## src/eeprom_pkg.sv

```systemverilog
package eeprom_pkg;

    typedef logic [10:0] eeprom_addr_t;   // byte address, 2 kbyte device
    typedef logic [7:0]  eeprom_data_t;
    typedef logic        port_id_t;       // 0 = port a, 1 = port b

    // serial master states
    typedef enum logic [3:0]
    {
        st_idle,
        st_start,
        st_ctrl_wr,
        st_addr_wr,
        st_data_wr,
        st_rstart,
        st_ctrl_rd,
        st_data_rd,
        st_stop
    } ctrl_state_t;

    localparam logic [3:0]   DEVICE_CODE = 4'b1010;  // control byte prefix
    localparam int           NUM_PORTS   = 2;
    localparam eeprom_data_t ERASED_BYTE = 8'hff;

endpackage
```

## src/eeprom_req_if.sv

```systemverilog
`timescale 1ns/1ps

interface eeprom_req_if import eeprom_pkg::*; ();

    logic         wr;      // one-cycle write strobe
    logic         rd;      // one-cycle read strobe
    eeprom_addr_t addr;
    eeprom_data_t wdata;
    logic         done;    // end of transaction
    eeprom_data_t rdata;   // valid with done on a read

    modport arb
    (
        output wr,
        output rd,
        output addr,
        output wdata,
        input  done,
        input  rdata
    );

    modport ctrl
    (
        input  wr,
        input  rd,
        input  addr,
        input  wdata,
        output done,
        output rdata
    );

endinterface

```

## src/eeprom_sys_top.sv

```systemverilog
`timescale 1ns/1ps

module eeprom_sys_top import eeprom_pkg::*;
(
    input  logic         CLK,
    input  logic         RESET,
    input  logic         a_wr,
    input  logic         a_rd,
    input  eeprom_addr_t a_addr,
    input  eeprom_data_t a_wdata,
    output logic         a_done,
    output eeprom_data_t a_rdata,
    input  logic         b_wr,
    input  logic         b_rd,
    input  eeprom_addr_t b_addr,
    input  eeprom_data_t b_wdata,
    output logic         b_done,
    output eeprom_data_t b_rdata,
    output logic         scl,
    output logic         sda_oe,   // high pulls sda low
    input  logic         sda_in
);

    eeprom_req_if req_bus ();

    eeprom_arbiter u_arbiter
    (
        .CLK     (CLK),
        .RESET   (RESET),
        .a_wr    (a_wr),
        .a_rd    (a_rd),
        .a_addr  (a_addr),
        .a_wdata (a_wdata),
        .a_done  (a_done),
        .a_rdata (a_rdata),
        .b_wr    (b_wr),
        .b_rd    (b_rd),
        .b_addr  (b_addr),
        .b_wdata (b_wdata),
        .b_done  (b_done),
        .b_rdata (b_rdata),
        .bus     (req_bus)
    );

    eeprom_serial_ctrl u_serial_ctrl
    (
        .CLK    (CLK),
        .RESET  (RESET),
        .req    (req_bus),
        .scl    (scl),
        .sda_oe (sda_oe),
        .sda_in (sda_in)
    );

endmodule

```

## src/eeprom_serial_ctrl.sv

```systemverilog
`timescale 1ns/1ps

module eeprom_serial_ctrl import eeprom_pkg::*;
(
    input  logic      CLK,
    input  logic      RESET,
    eeprom_req_if.ctrl req,
    output logic      scl,
    output logic      sda_oe,
    input  logic      sda_in
);

    ctrl_state_t  state;
    ctrl_state_t  next_byte;
    logic         ph;          // 0 = scl low half, 1 = scl high half
    logic [3:0]   bit_cnt;     // 0..7 data, 8 = ack slot
    eeprom_data_t shift;
    eeprom_addr_t addr_q;
    eeprom_data_t wdata_q;
    eeprom_data_t rdata_q;
    logic         is_rd;
    logic         done_q;
    logic         byte_state;
    logic         byte_done;
    logic         oe_d;

    assign byte_state = state inside {st_ctrl_wr, st_addr_wr, st_data_wr,
                                      st_ctrl_rd, st_data_rd};
    assign byte_done  = byte_state && ph && (bit_cnt == 4'd8);

    always_comb
    begin
        case (state)
            st_ctrl_wr: next_byte = st_addr_wr;
            st_addr_wr: next_byte = is_rd ? st_rstart : st_data_wr;
            st_ctrl_rd: next_byte = st_data_rd;
            default:    next_byte = st_stop;   // after data_wr or data_rd
        endcase
    end

    always_ff @(posedge CLK)
    begin
        if (RESET)
        begin
            state   <= st_idle;
            ph      <= 1'b0;
            bit_cnt <= '0;
            done_q  <= 1'b0;
        end
        else
        begin
            done_q <= 1'b0;
            case (state)
                st_idle:
                begin
                    if (req.wr || req.rd)
                        state <= st_start;
                end
                st_start:
                begin
                    ph <= ~ph;
                    // r/w bit of the loaded control byte picks the branch
                    if (ph)
                        state <= shift[0] ? st_ctrl_rd : st_ctrl_wr;
                end
                st_rstart:
                    state <= st_start;
                st_stop:
                begin
                    ph <= ~ph;
                    if (ph)
                        bit_cnt <= 4'd1;
                    else if (bit_cnt == 4'd1)
                    begin
                        state   <= st_idle;
                        ph      <= 1'b0;
                        bit_cnt <= '0;
                        done_q  <= 1'b1;
                    end
                end
                default:
                begin
                    ph <= ~ph;
                    if (byte_done)
                    begin
                        bit_cnt <= '0;
                        state   <= next_byte;
                    end
                    else if (ph)
                        bit_cnt <= bit_cnt + 4'd1;
                end
            endcase
        end
    end

    always_ff @(posedge CLK)
    begin
        if (state == st_idle && (req.wr || req.rd))
        begin
            addr_q  <= req.addr;
            wdata_q <= req.wdata;
            is_rd   <= req.rd;
            shift   <= {DEVICE_CODE, req.addr[10:8], 1'b0};
        end
        else if (byte_done && state == st_ctrl_wr)
            shift <= addr_q[7:0];
        else if (byte_done && state == st_addr_wr)
            shift <= is_rd ? {DEVICE_CODE, addr_q[10:8], 1'b1} : wdata_q;
        else if (byte_state && ph)
            shift <= {shift[6:0], 1'b0};   // msb first

        if (state == st_data_rd && ph && bit_cnt != 4'd8)
            rdata_q <= {rdata_q[6:0], sda_in};   // sampled while scl high
    end

    always_comb
    begin
        scl  = ph;
        oe_d = 1'b0;
        case (state)
            st_idle:
                scl = 1'b1;
            st_start:
            begin
                scl  = 1'b1;
                oe_d = ph;   // sda falls with scl high
            end
            st_rstart:
                scl = 1'b0;
            st_stop:
            begin
                scl  = ph || (bit_cnt != 4'd0);
                oe_d = (bit_cnt == 4'd0);   // released with scl high
            end
            st_data_rd:
                oe_d = 1'b0;   // slave drives, master nacks the ninth bit
            default:
                oe_d = (bit_cnt != 4'd8) && !shift[7];
        endcase
    end

    // half a clock after scl moves, keeps sda away from the scl edges
    always_ff @(negedge CLK)
    begin
        if (RESET)
            sda_oe <= 1'b0;
        else
            sda_oe <= oe_d;
    end

    assign req.done  = done_q;
    assign req.rdata = rdata_q;

endmodule

```

## src/eeprom_arbiter.sv

```systemverilog
`timescale 1ns/1ps

module eeprom_arbiter import eeprom_pkg::*;
(
    input  logic         CLK,
    input  logic         RESET,
    input  logic         a_wr,
    input  logic         a_rd,
    input  eeprom_addr_t a_addr,
    input  eeprom_data_t a_wdata,
    output logic         a_done,
    output eeprom_data_t a_rdata,
    input  logic         b_wr,
    input  logic         b_rd,
    input  eeprom_addr_t b_addr,
    input  eeprom_data_t b_wdata,
    output logic         b_done,
    output eeprom_data_t b_rdata,
    eeprom_req_if.arb    bus
);

    logic [NUM_PORTS-1:0] in_wr;
    logic [NUM_PORTS-1:0] in_rd;
    logic [NUM_PORTS-1:0] accept;
    logic [NUM_PORTS-1:0] pend_valid;
    logic [NUM_PORTS-1:0] pend_rd;
    eeprom_addr_t         in_addr   [NUM_PORTS];
    eeprom_data_t         in_data   [NUM_PORTS];
    eeprom_addr_t         pend_addr [NUM_PORTS];
    eeprom_data_t         pend_data [NUM_PORTS];
    port_id_t             grant_port;   // owner of the current or last transaction
    port_id_t             win;
    logic                 busy;
    logic                 issue;

    assign in_wr      = {b_wr, a_wr};
    assign in_rd      = {b_rd, a_rd};
    assign in_addr[0] = a_addr;
    assign in_addr[1] = b_addr;
    assign in_data[0] = a_wdata;
    assign in_data[1] = b_wdata;

    // a second strobe while one is pending is dropped
    assign accept = (in_wr | in_rd) & ~pend_valid;

    // port not granted last goes first
    always_comb
    begin
        win = ~grant_port;
        if (!pend_valid[win])
            win = grant_port;
    end

    assign issue = !busy && (pend_valid != '0);

    assign bus.wr    = issue && !pend_rd[win];
    assign bus.rd    = issue && pend_rd[win];
    assign bus.addr  = pend_addr[win];
    assign bus.wdata = pend_data[win];

    always_ff @(posedge CLK)
    begin
        if (RESET)
        begin
            pend_valid <= '0;
            busy       <= 1'b0;
            grant_port <= 1'b1;   // so port a wins the first tie
        end
        else
        begin
            for (int i = 0; i < NUM_PORTS; i++)
            begin
                if (accept[i])
                    pend_valid[i] <= 1'b1;
            end
            if (issue)
            begin
                pend_valid[win] <= 1'b0;
                busy            <= 1'b1;
                grant_port      <= win;
            end
            else if (bus.done)
                busy <= 1'b0;
        end
    end

    always_ff @(posedge CLK)
    begin
        for (int i = 0; i < NUM_PORTS; i++)
        begin
            if (accept[i])
            begin
                pend_rd[i]   <= in_rd[i];
                pend_addr[i] <= in_addr[i];
                pend_data[i] <= in_data[i];
            end
        end
    end

    assign a_done  = bus.done && (grant_port == 1'b0);
    assign b_done  = bus.done && (grant_port == 1'b1);
    assign a_rdata = (grant_port == 1'b0) ? bus.rdata : '0;
    assign b_rdata = (grant_port == 1'b1) ? bus.rdata : '0;

endmodule

```

## config.mk

```make
export PLATFORM = sky130hd
export DESIGN_NAME = eeprom_sys_top
export DESIGN_NICKNAME = d
export VERILOG_FILES = /design/src/eeprom_pkg.sv /design/src/eeprom_req_if.sv /design/src/eeprom_sys_top.sv /design/src/eeprom_serial_ctrl.sv /design/src/eeprom_arbiter.sv
export SDC_FILE = /design/constraint.sdc
export NUM_CORES = 1
export LEC_CHECK = 0
export BUFFER_PORTS_ARGS = -buffer_cell sky130_fd_sc_hd__buf_2
export CAP_MARGIN = 25
export CORE_UTILIZATION = 50
export CTS_CLUSTER_DIAMETER = 40
export CTS_CLUSTER_SIZE = 16
export DETAILED_ROUTE_END_ITERATION = 12
export GPL_TIMING_DRIVEN = 1
export PLACE_DENSITY = 0.72
export SLEW_MARGIN = 20
export SYNTH_ARGS = -nofsm -noshare
export SYNTH_HDL_FRONTEND = slang
export SYNTH_SLANG_ARGS = --single-unit
```

## constraint.sdc

```tcl
create_clock -name CLK -period 2 [get_ports CLK]
set_clock_uncertainty 0.1 [all_clocks]
set_input_delay 0.3 -clock CLK [delete_from_list [all_inputs] [get_ports CLK]]
set_output_delay 0.3 -clock CLK [all_outputs]
set_load 0.05 [all_outputs]
```

==> results.py <==
metrics = {
    "routing": {
        "route.vias.total": 2659,
        "detail_route.wirelength_um": 7720,
        "drtPass1Iterations": 4,
        "route.detailed.wl_per_inst_um": 15.2,
        "drt_iter0_drc": 193,
        "antenna_violating_nets_post_route": 0,
        "avgViaCountPerCell": 5.24,
        "detail_route.drc_violations": 0,
    },
    "placed_design": {
        "place_hpwl_um": 5270,
        "placed_instances": 480,
        "place_worst_setup_slack_ns": -0.563,
        "gpl.final_weighted_congestion": 0.829,
        "place.port_buffers": 64,
    },
    "clock_tree": {
        "cts_root_buf": "sky130_fd_sc_hd__clkbuf_8",
        "worst_skew_pair.late_latency_ns": 0.34,
        "tritoncts": "done",
        "numCtsBuffers": 9,
        "cts_num_sinks": 91,
        "htree_num_levels": 3,
        "clock_path_buffers": 2,
        "cts.clk_slew.worst_paths_ns": 0.09,
    },
    "hold_path": {
        "holdPathEnd": "u_arbiter.pend_data[0][0]",
        "timing.hold.worst.class": "in2reg",
        "worst_hold_path.num_cells": 1,
        "beginning_of_the_worst_hold_path": "a_wdata[0]",
    },
    "cells_and_area": {
        "fill_cells": 521,
        "final_common_cell": "sky130_fd_sc_hd__edfxtp_1",
        "nets": 451,
        "layout-drive-gt1-share": 0.441,
        "layout.cells.non_filler": 507,
        "final_util": 0.680,
        "most_used_cells_in_the_layout_excluding_fill_and_tap_cells": "sky130_fd_sc_hd__edfxtp_1, sky130_fd_sc_hd__buf_2, sky130_fd_sc_hd__buf_4",
        "area_delta_synth_final_pct": 29.3,
        "ant_diodes": 0,
    },
    "sta": {
        "finalWorstSetupSlack_ns": -0.607,
        "timing.final.hold_violations": 0,
        "slew-limit-headroom": 0.669,
        "unrepaired_setup_endpoints_after_global_routing": "true",
        "report.final.setup_viol": 6,
        "tightest_slew_ns": 0.495,
        "finalMaxSlewViolations": 0,
        "setup_total_negative_slack_ns": -1.84,
    },
    "setup_path": {
        "slowest_stage": "sky130_fd_sc_hd__dfxtp_2",
        "worstReg2RegEnd": "u_serial_ctrl.sda_oe",
        "cp_bufs_invs": 1,
        "setup.worst_path.start_class": "flop",
        "r2r_slack_ns": -0.61,
        "critical_path.reg2reg.startpoint": "u_serial_ctrl.bit_cnt[0]",
        "required_ns": 1.16,
        "timing.critical_path.to_type": "flop",
        "setup.worst_path.class": "reg2reg",
        "wp_data_arrival_ns": 1.77,
        "critPathLaunch": "u_serial_ctrl.bit_cnt[0]",
        "critical_path.max_stage_delay_ns": 0.34,
        "worst_path_dominant_cell_family": "compound AO/OA/AOI/OAI gates",
        "crit_chain": "inv_2 -> ha_4 -> and3b_2 -> nor2_2 -> a22o_1 -> a222oi_1 -> nor2_1",
        "ff2ff_path_depth": 7,
        "path_max_fanout": 2,
    },
    "pwr": {
        "netSwitchingFraction": 0.316,
        "vdd.ir_drop.worst_mv": 0.759,
        "share_seq_of_total_power": 0.462,
        "power.static_leakage_nw": 2.03,
        "switching_power_mw": 1.76,
        "total_power_mw": 5.57,
        "combPwrFrac": 0.314,
        "internal_power_mw": 3.81,
        "power.share.clock": 0.225,
        "power_density_nw_per_um2": 1100,
    },
    "global_route": {
        "largest_net_degree_at_the_start_of_global_routing": 21,
        "gr-total-overflow": 0,
        "vias_in_the_first_global_route": 2567,
        "grt_usage": 0.189,
        "global_route_wire_length_before_repair_um": 12000,
        "grt_antenna_before_repair": 0,
    },
    "floorplan": {
        "die-height_um": 90.3,
        "io_pins": 65,
        "coreArea_um2": 7410,
        "initial_cell_density_of_the_core": 0.526,
        "die_area_um2": 8150,
        "die_w_um": 90.3,
        "floorplan.rows": 31,
    },
    "synthesis": {
        "ys_warnings": 0,
        "yosys_register_bits": 91,
        "async_reset_ff_frac": 0,
        "post_synth_inst_count": 290,
        "netlist.area_leader.share": 0.547,
        "synth_area_per_cell_um2": 13.4,
        "synth_enable_flop_cells": 71,
        "yosys_most_used_dff": "sky130_fd_sc_hd__edfxtp_1",
        "post_synth_num_cell_types": 54,
        "synth_largest_area_cell": "sky130_fd_sc_hd__edfxtp_1",
        "synth.area.top_cells": "sky130_fd_sc_hd__edfxtp_1, sky130_fd_sc_hd__dfxtp_1, sky130_fd_sc_hd__mux2_2, sky130_fd_sc_hd__mux2i_1, sky130_fd_sc_hd__nor2_1",
        "synth_fp_nets": 338,
        "synth.cell_area_um2": 3900,
        "yosysSeqAreaShare": 0.650,
    },
    "status": {
        "outcome": "finished with violations",
        "violated_checks": "negative setup slack",
    },
    "flow_run": {
        "cap_viol_max_count": 0,
    },
}
[cell usage after synthesis, types with 3 or more instances]
cell,instances
sky130_fd_sc_hd__o211ai_1,4
sky130_fd_sc_hd__ha_1,3
sky130_fd_sc_hd__nand2_1,8
sky130_fd_sc_hd__a21oi_1,12
sky130_fd_sc_hd__clkbuf_1,7
sky130_fd_sc_hd__dfxtp_1,20
sky130_fd_sc_hd__nand3_1,3
sky130_fd_sc_hd__and3_1,3
sky130_fd_sc_hd__edfxtp_1,71
sky130_fd_sc_hd__nor3b_1,3
sky130_fd_sc_hd__buf_6,4
sky130_fd_sc_hd__mux2_2,19
sky130_fd_sc_hd__inv_1,12
sky130_fd_sc_hd__o21ai_0,8
sky130_fd_sc_hd__nand2b_1,5
sky130_fd_sc_hd__nor2_1,23
sky130_fd_sc_hd__nor4b_1,4
sky130_fd_sc_hd__mux2i_1,11
sky130_fd_sc_hd__o2bb2ai_1,5
sky130_fd_sc_hd__o22ai_1,4
sky130_fd_sc_hd__and2_1,11
sky130_fd_sc_hd__nor2b_1,10
[kinds of logic (layout without fill, tap and decap cells)]
family	after synthesis	after routing	share of synthesized area
buffers and inverters	28	146	0.0382
DFF	91	91	0.650
and+or+nand+nor	83	83	0.120
AOI/OAI and AO/OA	53	53	0.0950
xor gates and xnor gates	2	2	0.00450
muxes	30	30	0.0831
adders and majority gates	3	3	0.00963
[worst register-to-register path, delay by kind of cell (launching register included)]
| family | cells | cell delay [ns] |
|---|---|---|
| compound gates | 2 | 0.54 |
| fa+ha+maj | 1 | 0.13 |
| buf+inv | 1 | 0.07 |
| flops | 1 | 0.34 |
| simple gates | 3 | 0.35 |
[state kept, by name, indices dropped and copies added (netlist names)]
name                     cells
u_arbiter.pend_addr         22
u_serial_ctrl.sda_oe         1
u_serial_ctrl.wdata_q        8
u_serial_ctrl.is_rd          1
u_serial_ctrl.bit_cnt        4
u_serial_ctrl.addr_q        11
u_arbiter.pend_rd            2
u_serial_ctrl.req.done       1
u_serial_ctrl.ph             1
u_serial_ctrl.shift          8
u_serial_ctrl.req.rdata      8
u_arbiter.busy               1
u_serial_ctrl.state          4
u_arbiter.pend_valid         2
u_arbiter.pend_data         16
u_arbiter.grant_port         1
[power by group through the flow]
stage / registers, mW / logic (mW) / clock network [mW]
after floorplan: 2.56 / 1.09 / 0.00626
after global placement: 2.60 / 1.61 / 0.00626
after detailed placement: 2.61 / 1.64 / 0.00626
after CTS: 2.57 / 1.67 / 1.28
after global routing: 2.59 / 1.89 / 1.35
final: 2.57 / 1.75 / 1.25
[through the flow]
stage	hold WS, ns	area (um^2)
after detailed placement	0.345	4600
after global placement	0.341	4600
final	0.0229	5040
after CTS	0.00740	4880
after floorplan	0.299	3930
after global routing	0.000826	5040
[cell type report]
cell class | count | area (um^2) | area share
Sequential cell | 91 | 2530 | 0.503
Multi-Input combinational cell | 171 | 1360 | 0.270
Timing Repair Buffer | 118 | 772 | 0.153
Clock buffer | 9 | 124 | 0.0246
Tap cell | 99 | 124 | 0.0246
Clock inverter | 8 | 80.1 | 0.0159
Inverter | 11 | 45.0 | 0.00894
[how the worst max path moves through the flow]
stage	endpoint	slack (ns)	depth (start not counted)
after floorplan	u_serial_ctrl.sda_oe	-0.50	7
after global placement	u_serial_ctrl.sda_oe	-0.53	7
after detailed placement	u_serial_ctrl.sda_oe	-0.56	7
after CTS	u_serial_ctrl.sda_oe	-0.55	7
after global routing	u_serial_ctrl.sda_oe	-0.67	7
final	u_serial_ctrl.sda_oe	-0.61	7
[metal layers]
metal	track usage	share of wire	vias up
met1	0.239	0.42	1273
li1	-	-	1298
met3	0.0421	0.045	8
met2	0.317	0.52	80
met4	0.0726	0.011	0
met5	0	0	-
[repair_timing]
action / 4_1_cts / 5_1_grt
resized for setup: 12 / 20
hold buffers: 0 / 4
setup endpoints to repair: 6 / 43
buffers inserted: 4 / 5
pin swaps: 7 / 10
endpoints found under the hold margin: 0 / 4
Note: power is estimated with default switching activity, not from simulation.
